**src/logic/riscv_pkg.sv**
```systemverilog
package riscv_pkg;

    // ##########################################################
    // Widths

    localparam int XLEN = 32;                // Data and address width

    // ##########################################################
    // Data bus request level

    typedef enum logic {
        NOREQUEST = 1'b0,
        REQUEST   = 1'b1
    } req_t;

    // ##########################################################
    // Access size, encoded like funct3[1:0] of loads and stores

    typedef enum logic [1:0] {
        SIZE_BYTE = 2'b00,
        SIZE_HALF = 2'b01,
        SIZE_WORD = 2'b10
    } mem_size_t;

    // ##########################################################
    // Memory stage control fields from the decoder

    typedef struct packed {
        logic      mem_en;                   // Load or store in this stage
        logic      wr;                       // Store when set
        mem_size_t size;
        logic      unsigned_ld;              // LBU / LHU
    } MEM_ctrl;

    // Byte lanes in one bus word
    localparam int BE_W = XLEN / 8;

endpackage
```
**src/logic/obi_intf.sv**
```systemverilog
interface obi_intf import riscv_pkg::*; ();

    // Address phase, driven by the LSU
    req_t              proc_req;
    logic [XLEN-1:0]   addr;
    logic              we;
    logic [BE_W-1:0]   be;
    logic [XLEN-1:0]   wdata;

    // Grant and response phase, driven by the RAM
    logic              mem_rdy;
    logic              valid;
    logic [XLEN-1:0]   rdata;

    modport to_mem (
        output proc_req,
        output addr,
        output we,
        output be,
        output wdata,
        input  mem_rdy,
        input  valid,
        input  rdata
    );

    modport to_proc (
        input  proc_req,
        input  addr,
        input  we,
        input  be,
        input  wdata,
        output mem_rdy,
        output valid,
        output rdata
    );

endinterface

```
**src/logic/lsu.sv**
```systemverilog
module lsu import riscv_pkg::*; (
    input  logic            CLK,
    input  logic            RSTn,

    input  logic            HZ_data_req,
    input  MEM_ctrl         MEM_ctrl_in,
    input  logic [XLEN-1:0] addr_in,
    input  logic [XLEN-1:0] data_in,

    output logic            busy_out,
    output logic [XLEN-1:0] data_out,

    obi_intf.to_mem         lsu_intf
);

    typedef enum logic [1:0] {
        wait_req,
        wait_ready,
        wait_valid
    } lsu_state_t;

    lsu_state_t      cur_state, nxt_state;
    req_t            req;
    logic            start;
    logic            accept;

    // Load attributes captured at acceptance
    logic [1:0]      ld_offset_q;
    mem_size_t       ld_size_q;
    logic            ld_unsigned_q;
    logic            rd_pend_q;
    logic [XLEN-1:0] ld_data;

    assign start  = MEM_ctrl_in.mem_en && HZ_data_req;
    assign accept = (req == REQUEST) && lsu_intf.mem_rdy;

    // ##########################################################
    // Handshake FSM

    always_ff @(posedge CLK) begin
        if (!RSTn) begin
            cur_state <= wait_req;
        end else begin
            cur_state <= nxt_state;
        end
    end

    always_comb begin
        nxt_state = cur_state;
        busy_out  = 1'b0;
        req       = NOREQUEST;
        case (cur_state)
            wait_req: begin
                if (start) begin
                    busy_out  = 1'b1;
                    req       = REQUEST;
                    nxt_state = lsu_intf.mem_rdy ? wait_valid : wait_ready;
                end
            end
            wait_ready: begin
                busy_out = 1'b1;
                req      = REQUEST;
                if (lsu_intf.mem_rdy) begin
                    nxt_state = wait_valid;
                end
            end
            wait_valid: begin
                busy_out = !lsu_intf.valid;              // Drops in the response cycle
                if (lsu_intf.valid) begin
                    nxt_state = wait_req;
                end
            end
            default: nxt_state = wait_req;
        endcase
    end

    // ##########################################################
    // Bus side

    assign lsu_intf.proc_req = req;
    assign lsu_intf.addr     = addr_in;
    assign lsu_intf.we       = MEM_ctrl_in.wr;

    always_ff @(posedge CLK) begin
        if (accept) begin
            ld_offset_q   <= addr_in[1:0];
            ld_size_q     <= MEM_ctrl_in.size;
            ld_unsigned_q <= MEM_ctrl_in.unsigned_ld;
        end
    end

    always_ff @(posedge CLK) begin
        if (!RSTn) begin
            rd_pend_q <= 1'b0;
        end else if (accept) begin
            rd_pend_q <= !MEM_ctrl_in.wr;
        end
    end

    lsu_align align0 (
        .st_size     (MEM_ctrl_in.size),
        .st_offset   (addr_in[1:0]),
        .st_data     (data_in),
        .be          (lsu_intf.be),
        .wdata       (lsu_intf.wdata),
        .ld_size     (ld_size_q),
        .ld_offset   (ld_offset_q),
        .ld_unsigned (ld_unsigned_q),
        .rdata       (lsu_intf.rdata),
        .ld_data     (ld_data)
    );

    // Result held until the next load completes
    always_ff @(posedge CLK) begin
        if (!RSTn) begin
            data_out <= '0;
        end else if (lsu_intf.valid && rd_pend_q) begin
            data_out <= ld_data;
        end
    end

    // ##########################################################
    // Checks

    a_aligned : assert property (@(posedge CLK) disable iff (!RSTn)
        (req == REQUEST) |->
            ((MEM_ctrl_in.size == SIZE_WORD) ? (addr_in[1:0] == 2'b00) :
             (MEM_ctrl_in.size == SIZE_HALF) ? !addr_in[0] : 1'b1));

    a_addr_held : assert property (@(posedge CLK) disable iff (!RSTn)
        (cur_state == wait_ready) |-> $stable(lsu_intf.addr));

endmodule

```
**src/logic/lsu_align.sv**
```systemverilog
module lsu_align import riscv_pkg::*; (
    // Store side
    input  mem_size_t       st_size,
    input  logic [1:0]      st_offset,
    input  logic [XLEN-1:0] st_data,
    output logic [BE_W-1:0] be,
    output logic [XLEN-1:0] wdata,

    // Load side
    input  mem_size_t       ld_size,
    input  logic [1:0]      ld_offset,
    input  logic            ld_unsigned,
    input  logic [XLEN-1:0] rdata,
    output logic [XLEN-1:0] ld_data
);

    logic [XLEN-1:0] lane;

    // ##########################################################
    // Store lanes

    always_comb begin
        case (st_size)
            SIZE_BYTE: begin
                be    = 4'b0001 << st_offset;
                wdata = {4{st_data[7:0]}};               // Every lane carries the byte
            end
            SIZE_HALF: begin
                be    = st_offset[1] ? 4'b1100 : 4'b0011;
                wdata = {2{st_data[15:0]}};
            end
            default: begin
                be    = 4'b1111;
                wdata = st_data;
            end
        endcase
    end

    // ##########################################################
    // Load extraction

    // Addressed byte or halfword moved down to bit 0
    assign lane = rdata >> {ld_offset, 3'b000};

    always_comb begin
        case (ld_size)
            SIZE_BYTE: begin
                if (ld_unsigned) begin
                    ld_data = {24'b0, lane[7:0]};
                end else begin
                    ld_data = {{24{lane[7]}}, lane[7:0]};
                end
            end
            SIZE_HALF: begin
                if (ld_unsigned) begin
                    ld_data = {16'b0, lane[15:0]};
                end else begin
                    ld_data = {{16{lane[15]}}, lane[15:0]};
                end
            end
            default: ld_data = rdata;                    // Word, no shift needed
        endcase
    end

endmodule

```
**src/flat_wrapper.sv**
```systemverilog
// flat-port wrapper written by rule: the top's interface ports become plain ports
module lsu_flat import riscv_pkg::*;
  (CLK, RSTn, HZ_data_req, MEM_ctrl_in, addr_in, data_in, busy_out, data_out, lsu_intf_proc_req, lsu_intf_addr, lsu_intf_we, lsu_intf_be, lsu_intf_wdata, lsu_intf_mem_rdy, lsu_intf_valid, lsu_intf_rdata);
  obi_intf lsu_intf_i ();
  input  logic CLK;
  input  logic RSTn;
  input  logic HZ_data_req;
  input  MEM_ctrl MEM_ctrl_in;
  input  logic [XLEN-1:0] addr_in;
  input  logic [XLEN-1:0] data_in;
  output logic busy_out;
  output logic [XLEN-1:0] data_out;
  output wire logic [$bits(lsu_intf_i.proc_req)-1:0] lsu_intf_proc_req;
  output wire logic [$bits(lsu_intf_i.addr)-1:0] lsu_intf_addr;
  output wire logic [$bits(lsu_intf_i.we)-1:0] lsu_intf_we;
  output wire logic [$bits(lsu_intf_i.be)-1:0] lsu_intf_be;
  output wire logic [$bits(lsu_intf_i.wdata)-1:0] lsu_intf_wdata;
  input wire logic [$bits(lsu_intf_i.mem_rdy)-1:0] lsu_intf_mem_rdy;
  input wire logic [$bits(lsu_intf_i.valid)-1:0] lsu_intf_valid;
  input wire logic [$bits(lsu_intf_i.rdata)-1:0] lsu_intf_rdata;
  assign lsu_intf_proc_req = lsu_intf_i.proc_req;
  assign lsu_intf_addr = lsu_intf_i.addr;
  assign lsu_intf_we = lsu_intf_i.we;
  assign lsu_intf_be = lsu_intf_i.be;
  assign lsu_intf_wdata = lsu_intf_i.wdata;
  assign lsu_intf_i.mem_rdy = lsu_intf_mem_rdy;
  assign lsu_intf_i.valid = lsu_intf_valid;
  assign lsu_intf_i.rdata = lsu_intf_rdata;
  lsu u_core (.CLK(CLK), .RSTn(RSTn), .HZ_data_req(HZ_data_req), .MEM_ctrl_in(MEM_ctrl_in), .addr_in(addr_in), .data_in(data_in), .busy_out(busy_out), .data_out(data_out), .lsu_intf(lsu_intf_i));
endmodule
```
**config.mk**
```make
export PLATFORM = sky130hd
export DESIGN_NAME = lsu_flat
export DESIGN_NICKNAME = d
export VERILOG_FILES = /design/src/logic/riscv_pkg.sv /design/src/logic/obi_intf.sv /design/src/logic/lsu.sv /design/src/logic/lsu_align.sv /design/src/flat_wrapper.sv
export SDC_FILE = /design/constraint.sdc
export NUM_CORES = 1
export LEC_CHECK = 0
export BUFFER_PORTS_ARGS = -buffer_cell sky130_fd_sc_hd__buf_2
export CAP_MARGIN = 10
export CORE_UTILIZATION = 36
export DETAILED_ROUTE_END_ITERATION = 10
export PLACE_DENSITY = 0.85
export RECOVER_POWER = 100
export SYNTH_ARGS = -nofsm -noshare
export SYNTH_HDL_FRONTEND = slang
export SYNTH_SLANG_ARGS = --single-unit
```
**constraint.sdc**
```tcl
create_clock -name CLK -period 1.7 [get_ports CLK]
set_input_delay 0.34 -clock CLK [delete_from_list [all_inputs] [get_ports CLK]]
set_output_delay 0.34 -clock CLK [all_outputs]
set_load 0.02 [all_outputs]
```
; ---- After elaboration in Yosys (flattened, before gate mapping)
; Index checks and enable logic that the tools add are counted.
[totals]
reg_bits = 40
inputBits = 106
[classes]
shift = 2
mux = 14
eq_ne = 7
n_reduce_logical = 9
[op_table]
columns = op, count
row1 = $pmux W32 S2, 2
row2 = $mux W32, 2
row3 = $shr A32 B5 Y16, 1
row4 = $mux W2, 4
row5 = $pmux W4 S2, 1
row6 = $eq A2 B1 Y1 const B, 3
row7 = $logic_not A2 Y1, 3
row8 = $pmux W2 S3, 1
row9 = $mux W4, 1
row10 = $ne A2 B2 Y1 const B, 2
row11 = $shl A1 B2 Y4 const A, 1
row12 = $logic_and A1 B1 Y1, 3
row13 = $pmux W1 S3, 1
row14 = $reduce_and A3 Y1, 1
row15 = $eq A2 B2 Y1 const B, 1
row16 = $logic_not A1 Y1, 2
row17 = $ne A2 B1 Y1 const B, 1
row18 = $pmux W1 S2, 1
row19 = $mux W1, 1

; ---- Depth between registers and ports, before layout
; Gate-level depths: netlist of the first run.
[depth]
word_depth = 4
ltp_mapped = 6
ltp_nobuf = 4

; ---- Cells and area by module
; Synthesis of the first run repeated with hierarchy kept, for this count alone.
[hier_totals]
hier_cells = 364
area_unflattened_um2 = 3056.7
[modules_own_cells]
columns = mod, cells_per_inst, seq_area_each_um2, instances, area_per_inst_um2
row1 = lsu, 191, 850.8, 1, 1863.0
row2 = lsu_align, 173, 0.0, 1, 1193.6

; ---- Worst setup path before layout of the first run
; Ideal clock, no wire load.
[synth_timing]
path_type = in2out
startpoint = input port MEM_ctrl_in[1] (netlist bit)
endpoint = output port lsu_intf_wdata[24]
path_stages = 3
t_required_ns = 1.360
setup_slack_ns = 0.010
path_buffers = 1
t_arrival_ns = 1.350
cell_sequence = clkbuf_1 -> mux2i_1 -> o21ai_0
[synth_via]
elab_chain_len = 2
word_cells_on_any_way = 3
classes_between = 1 x eq/ne / 1 x mux / 1 x reduce/logical
[synth_lines]
columns = element, line
row1 = "start, declared", flat_wrapper.sv:8  ; input MEM_ctrl MEM_ctrl_in;
row2 = $eq A2 B1 Y1 / $logic_not A2 Y1 (equally long branches), lsu_align.sv:23  ; case (st_size)
row3 = $pmux W32 S2 (*), lsu_align.sv:23
row4 = "end, declared", flat_wrapper.sv:17  ; output wire logic [$bits(lsu_intf_i.wdata)-1:0] lsu_intf_wdata;
; Mark *: on every way between the ends. The rest lies on a longest branch, timed or not.

; ---- Worst setup path after layout of the first run
[layout_timing]
startpoint = register u_core.ld_offset_q[1]
endpoint = register u_core.data_out[31]
[layout_via]
elab_chain_len = 3
word_cells_on_any_way = 4
classes_between = 1 x shift / 3 x mux
[layout_lines]
columns = element, line
row1 = "start, declared", lsu.sv:28  ; logic [1:0] ld_offset_q;
row2 = "start signal, assigned", lsu.sv:86  ; ld_offset_q <= addr_in[1:0];
row3 = $shr A32 B5 Y16 (*), lsu_align.sv:43  ; assign lane = rdata >> {ld_offset, 3'b000};
row4 = "$mux W32, on equally long branches", "lsu_align.sv:55, lsu_align.sv:48"
row5 = $pmux W32 S2 (*), lsu_align.sv:46  ; case (ld_size)
row6 = "end signal, assigned", lsu.sv:118  ; data_out <= ld_data;
row7 = "end, declared", lsu.sv:11  ; output logic [XLEN-1:0] data_out,
; Marks and branches as above.
; A chain may end at the register's enable or synchronous reset.

==> results of run 1 <==
state kept, by name (all words and copies together) (netlist names):
register,flops
u_core.ld_offset_q,2
u_core.ld_unsigned_q,1
u_core.ld_size_q,2
u_core.data_out,32
u_core.rd_pend_q,1
u_core.cur_state,2
layout make-up:
class                      instances  area share [%]
inverter                           2           0.231
timing repair buffer             164            24.2
tap                               96            3.70
sequential                        40            26.2
clock buffer                       8            3.74
multi-input combinational        218            41.9
routing by layer:
layer	GRT usage, %	up-vias	share of wire (%)
li1	-	1307	-
met1	24.3	1277	40
met2	36.1	153	49
met3	4.64	20	8.6
met4	9.69	0	2.9
met5	0	-	0
worst max-delay path: stages (launching register included):
cell and delay [ns]:
edfxtp_1 0.47, mux2_4 0.34, a221o_1 0.35, a21oi_4 0.15
buf_12 0.16, a21oi_1 0.08
metrics by stage:
stage / instance area (um2) / hold slack, ns / setup WS, ns / utilization (%)
floorplan: 2630 / 0.419 / 0.00970 / -
global placement: 3210 / 0.452 / 0.0767 / 46.4
detailed placement: 3210 / 0.459 / 0.0551 / 46.4
CTS: 3330 / 0.225 / 0.0460 / 48.2
global route: 3250 / 0.224 / 0.00161 / 47.0
finish: 3250 / 0.230 / 0.0434 / 47.0
what timing repair did:
item | in CTS | in global routing
endpoints found under the setup margin | 0 | 9
gates resized for setup | 0 | 2
hold endpoints to repair | 0 | 0
cell usage after synthesis, types with 4 or more instances:
| library cell | instances | area, um2 |
|---|---|---|
| a21oi_1 | 33 | 165 |
| a22o_1 | 6 | 52.6 |
| a2bb2oi_1 | 6 | 52.6 |
| buf_4 | 42 | 315 |
| clkbuf_1 | 17 | 63.8 |
| dfxtp_1 | 35 | 701 |
| edfxtp_1 | 5 | 150 |
| mux2_2 | 16 | 180 |
| mux2i_1 | 19 | 190 |
| nand2_1 | 38 | 143 |
| nand2b_1 | 4 | 25.0 |
| nand3_1 | 7 | 35.0 |
| nor2_1 | 21 | 78.8 |
| o21ai_0 | 34 | 170 |
| o31ai_1 | 7 | 52.6 |
| or2_2 | 7 | 43.8 |
kinds of logic (layout without fill, tap and decap cells):
group                  count (synthesis)  count (layout)  synth area share (%)
DFF                                   40              40                  32.4
buffers and inverters                 65             174                  15.9
and+or+nand+nor                       83              83                  14.0
muxes                                 36              36                  14.7
AOI/OAI and AO/OA                     99              99                  23.0
how the worst min path moves through the flow:
stage | startpoint | cells after the start | to | slack (ns)
after global placement | u_core.data_out[2]$_SDFFE_PN0P_ | 2 | u_core.data_out[2]$_SDFFE_PN0P_ | 0.45
after floorplan | lsu_intf_mem_rdy | 1 | u_core.cur_state[0]$_SDFFE_PN0P_ | 0.42
after detailed placement | u_core.data_out[3]$_SDFFE_PN0P_ | 2 | u_core.data_out[3]$_SDFFE_PN0P_ | 0.46
final | MEM_ctrl_in[0] | 1 | u_core.ld_unsigned_q$_DFFE_PP_ | 0.23
after global routing | MEM_ctrl_in[0] | 1 | u_core.ld_unsigned_q$_DFFE_PP_ | 0.22
after CTS | MEM_ctrl_in[0] | 1 | u_core.ld_unsigned_q$_DFFE_PP_ | 0.23
power by group through the flow:
stage	registers (mW)	logic (mW)	clock network [mW]
after global routing	1.02	0.674	0.830
after CTS	1.02	0.647	0.798
after global placement	1.04	0.633	0
final	1.02	0.628	0.781
after floorplan	1.07	0.456	0
after detailed placement	1.04	0.644	0
layout by cell type, fill, tap and decap left out, types with 4 or more instances in the layout:
cell type / n
mux2i_1: 19
buf_4: 12
o21ai_0: 34
mux2_2: 16
a21oi_1: 33
dfxtp_1: 35
clkbuf_8: 7
or2_2: 7
nand2_1: 38
a22o_1: 6
a2bb2oi_1: 6
nand3_1: 7
nor2_1: 20
clkbuf_1: 63
nand2b_1: 4
edfxtp_1: 5
clkbuf_2: 10
o31ai_1: 7
buf_2: 78
==> out/metrics.yaml, run 1 <==
finish:
  multiInputGateArea_um2: 1360
  syn_to_final_growth_pct: 23.7
  nNetsFinal: 537
  layout.cells.non_filler: 528
  diodes: 0
  drive_above_1_share_pct: 31.5
  regArea_um2: 851
  fillers: 711
critical_path:
  r2r_slack_ns: 0.04
  cp-start-kind: "register"
  worstReg2RegEnd: "u_core.data_out[31]$_SDFFE_PN0P_"
  worstSetupEndpoint: "u_core.data_out[31]$_SDFFE_PN0P_"
  rr_worst_depth: 5
  worstPathRequired_ns: 1.87
  endpoint_kind: "register"
  critPathKind: "reg2reg"
  crit_path_start: "u_core.ld_offset_q[1]$_DFFE_PP_"
  cp.arrival_ns: 1.83
  regToRegStartpoint: "u_core.ld_offset_q[1]$_DFFE_PP_"
  cp_max_fo: 16
placement:
  port_buffers: 148
  placed_cells: 520
  place.gp.congestion: 0.865
  dp_hpwl_um: 6680
clock_tree:
  cts.sinks: 40
  clk_latency_ns: 0.29
  cts_buffers: 5
  hold_buffers: 0
  cts_tree: "yes"
  clk_path_buf_depth: 2
  post_cts.repair.setup_buffers: 0
  cts-root-buf: "clkbuf_8"
  clk_pin_slew_ns: 0.07
  h-tree-depth: 2
min_path:
  hold_path_class: "in2reg"
sta:
  clock_skew_ns: 0.00761
  worst_slew_pin_slew_ns: 0.581
  tns_ns: 0
  rsz0062_at_grt: "no"
  fin_crit_ns: 1.66
  period_share_pct: 97.4
  hold_viol_final: 0
  fmax_mhz: 604
  finalSetupViolations: 0
  slew_headroom_pct: 61.3
  slew_violations: 0
detailed_routing:
  first_iter_violations: 163
  drtAntennaViolNets: 0
  wl_per_cell_um: 15.9
  dr.pass1.iters: 5
  drt-vias-per-instance: 5.22
  vias: 2757
  drc: 0
  totalWireLength_um: 8400
yosys:
  synth_edf_count: 5
  avgSynthCellArea_um2: 8.13
  yosysWarnings: 0
  synth.distinct_cells: 36
  synth_nets: 429
  synth_cells: 323
  ys_seq_area_share_pct: 32.4
  syn_area_um2: 2630
  synth_ff_type: "dfxtp_1"
  synth-seq-cells: 40
  async_reset_ff_share_pct: 0
floorplan:
  start_util_pct: 38.0
  dieArea_um2: 7640
  die_w_um: 87.4
  core_area_um2: 6910
  num_rows: 30
  die_y_um: 87.4
  io_pins: 209
global_route:
  first_global_vias: 2501
  grt-ovfl-total: 0
  antenna_found_initial: 0
  grt_pass1_wl_um: 12300
  grt_max_degree: 36
  track_usage_pct: 20.8
power_and_ir_drop:
  p_int_mw: 1.70
  switching_share_pct: 30.1
  seq_power_share_pct: 42.0
  power_frac_clock_pct: 32.2
  p_total_mw: 2.43
  p_per_area_nw_per_um2: 748
  p_leak_nw: 1.47
  vdd_ir_drop_max_mv: 0.324
  combinationalPowerShare_pct: 25.9
  p_sw_mw: 0.732
flow_run:
  drv_cap: 0
run_status:
  status: "completed"
No activity file was read; power rests on OpenSTA's default activity.
==> run 2, diff against run 1 <==
--- a/config.mk
+++ b/config.mk
@@ -8,9 +8,11 @@
 export BUFFER_PORTS_ARGS = -buffer_cell sky130_fd_sc_hd__buf_2
 export CAP_MARGIN = 10
 export CORE_UTILIZATION = 36
+export CTS_CLUSTER_SIZE = 20
 export DETAILED_ROUTE_END_ITERATION = 10
-export PLACE_DENSITY = 0.85
+export PLACE_DENSITY = 0.88
 export RECOVER_POWER = 100
 export SYNTH_ARGS = -nofsm -noshare
 export SYNTH_HDL_FRONTEND = slang
 export SYNTH_SLANG_ARGS = --single-unit
+export TNS_END_PERCENT = 30
==> run 2 against run 1 <==
Compared with the run above:
- fmax hardly changed
- wire length is 4.1% higher
- via count is 0.87% higher
- clock-buffer cell count is 3 lower
- highest routed layer unchanged
- sequential share of layout area hardly changed
- register-to-register slack hardly changed
- setup slack hardly changed
- clock skew is 0.0063 ns higher
- combinational power is 1% higher
- clock power is 2.9% higher
- first-iteration DRC count is 23% higher
- design area is 0.15% higher
- critical path type unchanged
==> out/metrics.yaml, run 2 (synthesis gave the netlist of run 1 again) <==
sta:
  fin_crit_ns: 1.66  # about the same
  worst_slew_pin_slew_ns: 0.474  # was 0.581 ns
  hold_viol_final: 0  # unchanged
  fmax_mhz: 604  # about the same
  slew_headroom_pct: 68.3  # was 61.3%
  clock_skew_ns: 0.0139  # was 0.00761 ns
  period_share_pct: 97.4  # about the same
  slew_violations: 0  # unchanged
  finalSetupViolations: 0  # unchanged
  timing.hold.ws_ns: 0.231  # was 0.230 ns
  tns_ns: 0  # unchanged
  rsz0062_at_grt: "no"  # unchanged
detailed_routing:
  dr.pass1.iters: 4  # was 5
  drc: 0  # unchanged
  drtAntennaViolNets: 0  # unchanged
  drt-vias-per-instance: 5.26  # was 5.22
  totalWireLength_um: 8740  # was 8400 um
  vias: 2781  # was 2757
  first_iter_violations: 200  # was 163
  wl_per_cell_um: 16.5  # was 15.9 um
critical_path:
  cp_max_fo: 16  # unchanged
  slowest_delay_ns: 0.47  # about the same
  slowest_stage: "edfxtp_1"  # unchanged
  worstPathRequired_ns: 1.89  # was 1.87 ns
  cp-start-kind: "register"  # unchanged
  cp.arrival_ns: 1.85  # was 1.83 ns
  endpoint_kind: "register"  # unchanged
  critPathKind: "reg2reg"  # unchanged
  worstPathCellList: "mux2_4 -> a221o_1 -> a21oi_4 -> buf_12 -> a21oi_1"  # unchanged
finish:
  nNetsFinal: 538  # was 537
  layout_common_cells: "buf_2, clkbuf_1, nand2_1"  # unchanged
  drive_above_1_share_pct: 33.0  # was 31.5%
  syn_to_final_growth_pct: 23.9  # was 23.7%
  layout_commonest_cell: "buf_2"  # unchanged
  max_flop_register: "u_core.data_out"  # unchanged
  diodes: 0  # unchanged
  largest_register_ffs: 32  # unchanged
clock_tree:
  h-tree-depth: 2  # unchanged
  cts_tree: "yes"  # unchanged
  cts_buffers: 5  # unchanged
  clk_latency_ns: 0.30  # was 0.29 ns
  clk_pin_slew_ns: 0.09  # was 0.07 ns
  cts-root-buf: "clkbuf_8"  # unchanged
  clk_path_buf_depth: 2  # unchanged
  hold_buffers: 0  # unchanged
  cts.sinks: 40  # unchanged
global_route:
  antenna_found_initial: 0  # unchanged
  grt_pass1_wl_um: 13000  # was 12300 um
  grt_max_degree: 31  # was 36
  track_usage_pct: 21.9  # was 20.8%
  grt-ovfl-total: 0  # unchanged
  first_global_vias: 2598  # was 2501
min_path:
  hold_path_class: "in2reg"  # unchanged
floorplan:
  num_rows: 30  # unchanged
  die_w_um: 87.4  # unchanged
  core_area_um2: 6910  # unchanged
  die_y_um: 87.4  # unchanged
  start_util_pct: 38.0  # unchanged
  io_pins: 209  # unchanged
  dieArea_um2: 7640  # unchanged
placement:
  port_buffers: 148  # unchanged
  dp_hpwl_um: 7090  # was 6680 um
  place.gp.congestion: 0.881  # was 0.865
flow_run:
  drv_cap: 0  # unchanged
power_and_ir_drop:
  vdd_ir_drop_max_mv: 0.283  # was 0.324 mV
  p_leak_nw: 1.49  # was 1.47 nW
  p_total_mw: 2.46  # was 2.43 mW
  p_per_area_nw_per_um2: 757  # was 748 nW/um2
run_status:
  status: "completed"  # unchanged
[run 2: cell count changes in the layout (fill, tap and decap cells not counted), sizes merged]
cell	before	now
bufinv	0	1
inv	2	4
buf	91	89
[run 2: where the power goes]
group | switching (mW) | internal, mW | total (mW)
Combinational | 0.391 | 0.247 | 0.637
Sequential | 0.0249 | 0.995 | 1.02
Clock | 0.360 | 0.444 | 0.804
[run 2: repair_timing]
action                                  in CTS  in global routing
resized for setup                            0                  2
endpoints found under the setup margin       0                  7
setup buffers                                0                  0
[run 2: worst max-delay path, delay by kind of cell (launching register included)]
| family | cells | cell delay (ns) |
|---|---|---|
| AOI/OAI and AO/OA | 3 | 0.58 |
| DFF | 1 | 0.47 |
| buffers and inverters | 1 | 0.16 |
| muxes | 1 | 0.34 |
[run 2: path summary, 6_finish.rpt]
kind,startpoint,to,slack (ns),cells past startpoint
setup / recovery,u_core.ld_offset_q[1]$_DFFE_PP_,u_core.data_out[21]$_SDFFE_PN0P_,0.04,5
hold / removal,MEM_ctrl_in[0],u_core.ld_unsigned_q$_DFFE_PP_,0.23,1
setup reg to reg,u_core.ld_offset_q[1]$_DFFE_PP_,u_core.data_out[21]$_SDFFE_PN0P_,0.04,5
hold reg to reg,u_core.data_out[0]$_SDFFE_PN0P_,u_core.data_out[0]$_SDFFE_PN0P_,0.47,2
[run 2: final cells by class]
cell class | instances | area (um2)
Multi-Input combinational cell | 218 | 1360
Fill cell | 736 | 3650
Sequential cell | 40 | 851
Clock inverter | 3 | 45.0
Timing Repair Buffer | 165 | 797
Inverter | 2 | 7.51
Clock buffer | 5 | 68.8
Tap cell | 96 | 120
[run 2: per-stage QoR]
| stage | instances | worst slack [ns] | utilization (%) | instance area (um2) |
|---|---|---|---|---|
| after global routing | 529 | 0.00699 | 47.1 | 3250 |
| after global placement | 521 | 0.0851 | 46.6 | 3220 |
| final | 529 | 0.0436 | 47.1 | 3250 |
| after CTS | 529 | 0.0284 | 48.2 | 3330 |
| after floorplan | 323 | 0.00970 | - | 2630 |
| after detailed placement | 521 | 0.0394 | 46.6 | 3220 |
[run 2: per-layer routing]
| layer | global-route usage, % | routed length [um] | vias up |
|---|---|---|---|
| met4 | 8.79 | 249 | 0 |
| met1 | 25.9 | 3440 | 1301 |
| li1 | - | - | 1312 |
| met2 | 38.1 | 4400 | 139 |
| met3 | 4.83 | 645 | 29 |
| met5 | 0 | 0 | - |
==> run 3, diff against run 2 <==
--- a/config.mk
+++ b/config.mk
@@ -10,7 +10,7 @@
 export CORE_UTILIZATION = 36
 export CTS_CLUSTER_SIZE = 20
 export DETAILED_ROUTE_END_ITERATION = 10
-export PLACE_DENSITY = 0.88
+export PLACE_DENSITY = 0.83
 export RECOVER_POWER = 100
 export SYNTH_ARGS = -nofsm -noshare
 export SYNTH_HDL_FRONTEND = slang
==> run 3 against run 2 <==
Compared with the run above:
- combinational power down 0.6%
- design area about the same
- die area is the same
- setup slack better by 0.038 ns
- global-route usage up 0.080 points
- sequential power hardly changed
- wire length decreased by 2.7%
- worst hold slack got worse by 0.010 ns
- clock skew down 0.0045 ns
- core utilization hardly changed
- fmax is 2.3% higher
- critical path type unchanged
==> out/metrics.yaml, run 3 (synthesis gave the netlist of run 1 again) <==
floorplan:
  io_pins: 209  # unchanged
  die_y_um: 87.4  # unchanged
  start_util_pct: 38.0  # unchanged
  die_w_um: 87.4  # unchanged
  dieArea_um2: 7640  # unchanged
  num_rows: 30  # unchanged
  core_area_um2: 6910  # unchanged
clock_tree:
  cts.sinks: 40  # unchanged
  hold_buffers: 0  # unchanged
  post_cts.repair.setup_buffers: 0  # unchanged
  cts-root-buf: "clkbuf_8"  # unchanged
  h-tree-depth: 2  # unchanged
  clk_path_buf_depth: 2  # unchanged
  clk_latency_ns: 0.30  # about the same
  clk_pin_slew_ns: 0.08  # was 0.09 ns
  cts_tree: "yes"  # unchanged
  cts_buffers: 5  # unchanged
global_route:
  antenna_found_initial: 0  # unchanged
  track_usage_pct: 21.9  # about the same
  grt-ovfl-total: 0  # unchanged
  grt_max_degree: 30  # was 31
  grt_pass1_wl_um: 13000  # about the same
  first_global_vias: 2585  # was 2598
finish:
  fin_util_pct: 47.1  # about the same
  diodes: 0  # unchanged
  nNetsFinal: 535  # was 538
  drive_above_1_share_pct: 30.5  # was 33.0%
  max_flop_register: "u_core.data_out"  # unchanged
  syn_to_final_growth_pct: 24.0  # was 23.9%
  layout.cells.non_filler: 526  # was 529
  largest_register_ffs: 32  # unchanged
  layout_common_cells: "buf_2, clkbuf_1, nand2_1"  # unchanged
  stdcell_area_um2: 3250  # about the same
  layout_commonest_cell: "buf_2"  # unchanged
placement:
  port_buffers: 148  # unchanged
  dp_hpwl_um: 6730  # was 7090 um
  place.gp.congestion: 0.849  # was 0.881
  placed_area_um2: 3220  # about the same
  dp_slack_ns: 0.0477  # was 0.0394 ns
  placed_cells: 518  # was 521
detailed_routing:
  first_iter_violations: 158  # was 200
  vias: 2733  # was 2781
  totalWireLength_um: 8500  # was 8740 um
  drc: 0  # unchanged
  dr.pass1.iters: 4  # unchanged
  wl_per_cell_um: 16.2  # was 16.5 um
  drt-vias-per-instance: 5.20  # was 5.26
  drtAntennaViolNets: 0  # unchanged
critical_path:
  rr_worst_depth: 5  # unchanged
  worstPathRequired_ns: 1.89  # about the same
  critPathKind: "reg2reg"  # unchanged
  worstSetupEndpoint: "u_core.data_out[26]$_SDFFE_PN0P_"  # was u_core.data_out[21]$_SDFFE_PN0P_
  cp-start-kind: "register"  # unchanged
  endpoint_kind: "register"  # unchanged
  regToRegStartpoint: "u_core.ld_offset_q[1]$_DFFE_PP_"  # unchanged
  crit_path_start: "u_core.ld_offset_q[1]$_DFFE_PP_"  # unchanged
  cp.arrival_ns: 1.81  # was 1.85 ns
  cp_max_fo: 16  # unchanged
  r2r_slack_ns: 0.08  # was 0.04 ns
  worstReg2RegEnd: "u_core.data_out[26]$_SDFFE_PN0P_"  # was u_core.data_out[21]$_SDFFE_PN0P_
sta:
  tns_ns: 0  # unchanged
  slew_headroom_pct: 72.4  # was 68.3%
  period_share_pct: 95.2  # was 97.4%
  rsz0062_at_grt: "no"  # unchanged
  fmax_mhz: 618  # was 604 MHz
  hold_viol_final: 0  # unchanged
  fin_crit_ns: 1.62  # was 1.66 ns
  worst_slack_ns: 0.0815  # was 0.0436 ns
  finalSetupViolations: 0  # unchanged
  worst_slew_pin_slew_ns: 0.410  # was 0.474 ns
  clock_skew_ns: 0.00935  # was 0.0139 ns
  slew_violations: 0  # unchanged
  timing.hold.ws_ns: 0.221  # was 0.231 ns
min_path:
  hold_path_class: "in2reg"  # unchanged
power_and_ir_drop:
  p_total_mw: 2.45  # was 2.46 mW
  p_leak_nw: 1.46  # was 1.49 nW
  p_per_area_nw_per_um2: 753  # was 757 nW/um2
  vdd_ir_drop_max_mv: 0.287  # was 0.283 mV
flow_run:
  drv_cap: 0  # unchanged
run_status:
  status: "completed"  # unchanged
[run 3: worst min path at each step]
stage	startpoint	endpoint	slack, ns	cells past startpoint
after floorplan	lsu_intf_mem_rdy	u_core.cur_state[0]$_SDFFE_PN0P_	0.42	1
after global placement	u_core.data_out[6]$_SDFFE_PN0P_	u_core.data_out[6]$_SDFFE_PN0P_	0.45	2
after detailed placement	u_core.data_out[2]$_SDFFE_PN0P_	u_core.data_out[2]$_SDFFE_PN0P_	0.45	2
after CTS	MEM_ctrl_in[0]	u_core.ld_unsigned_q$_DFFE_PP_	0.22	1
after global routing	MEM_ctrl_in[0]	u_core.ld_unsigned_q$_DFFE_PP_	0.22	1
final	MEM_ctrl_in[0]	u_core.ld_unsigned_q$_DFFE_PP_	0.22	1
[run 3: where the power goes]
group / switching [mW] / internal, mW
clock: 0.338 / 0.459
combinational: 0.389 / 0.245
sequential: 0.0235 / 0.995
[run 3: layout make-up]
cell class                 count  area, um2
fill                         745       3650
multi-input combinational    218       1360
sequential                    40        851
timing repair buffer         162        800
clock buffer                   8        121
tap                           96        120
inverter                       2       7.51
[run 3: what timing repair did]
action                                 4_1_cts  5_1_grt
setup endpoints to repair                    0        6
resized for setup                            0        1
endpoints found under the hold margin        0        0
[run 3: metal layers]
metal / part of all wire [%] / global-route usage (%)
met5: 0 / 0
met4: 1.9 / 7.45
met3: 7.6 / 5.69
met2: 49 / 37.0
met1: 41 / 27.0
[run 3: worst max-delay path, stage by stage, from the launching register on]
cell and delay (ns):
edfxtp_1 0.41, mux2_2 0.37, a221o_1 0.35, a21oi_4 0.15, buf_12 0.16, a21oi_1 0.07
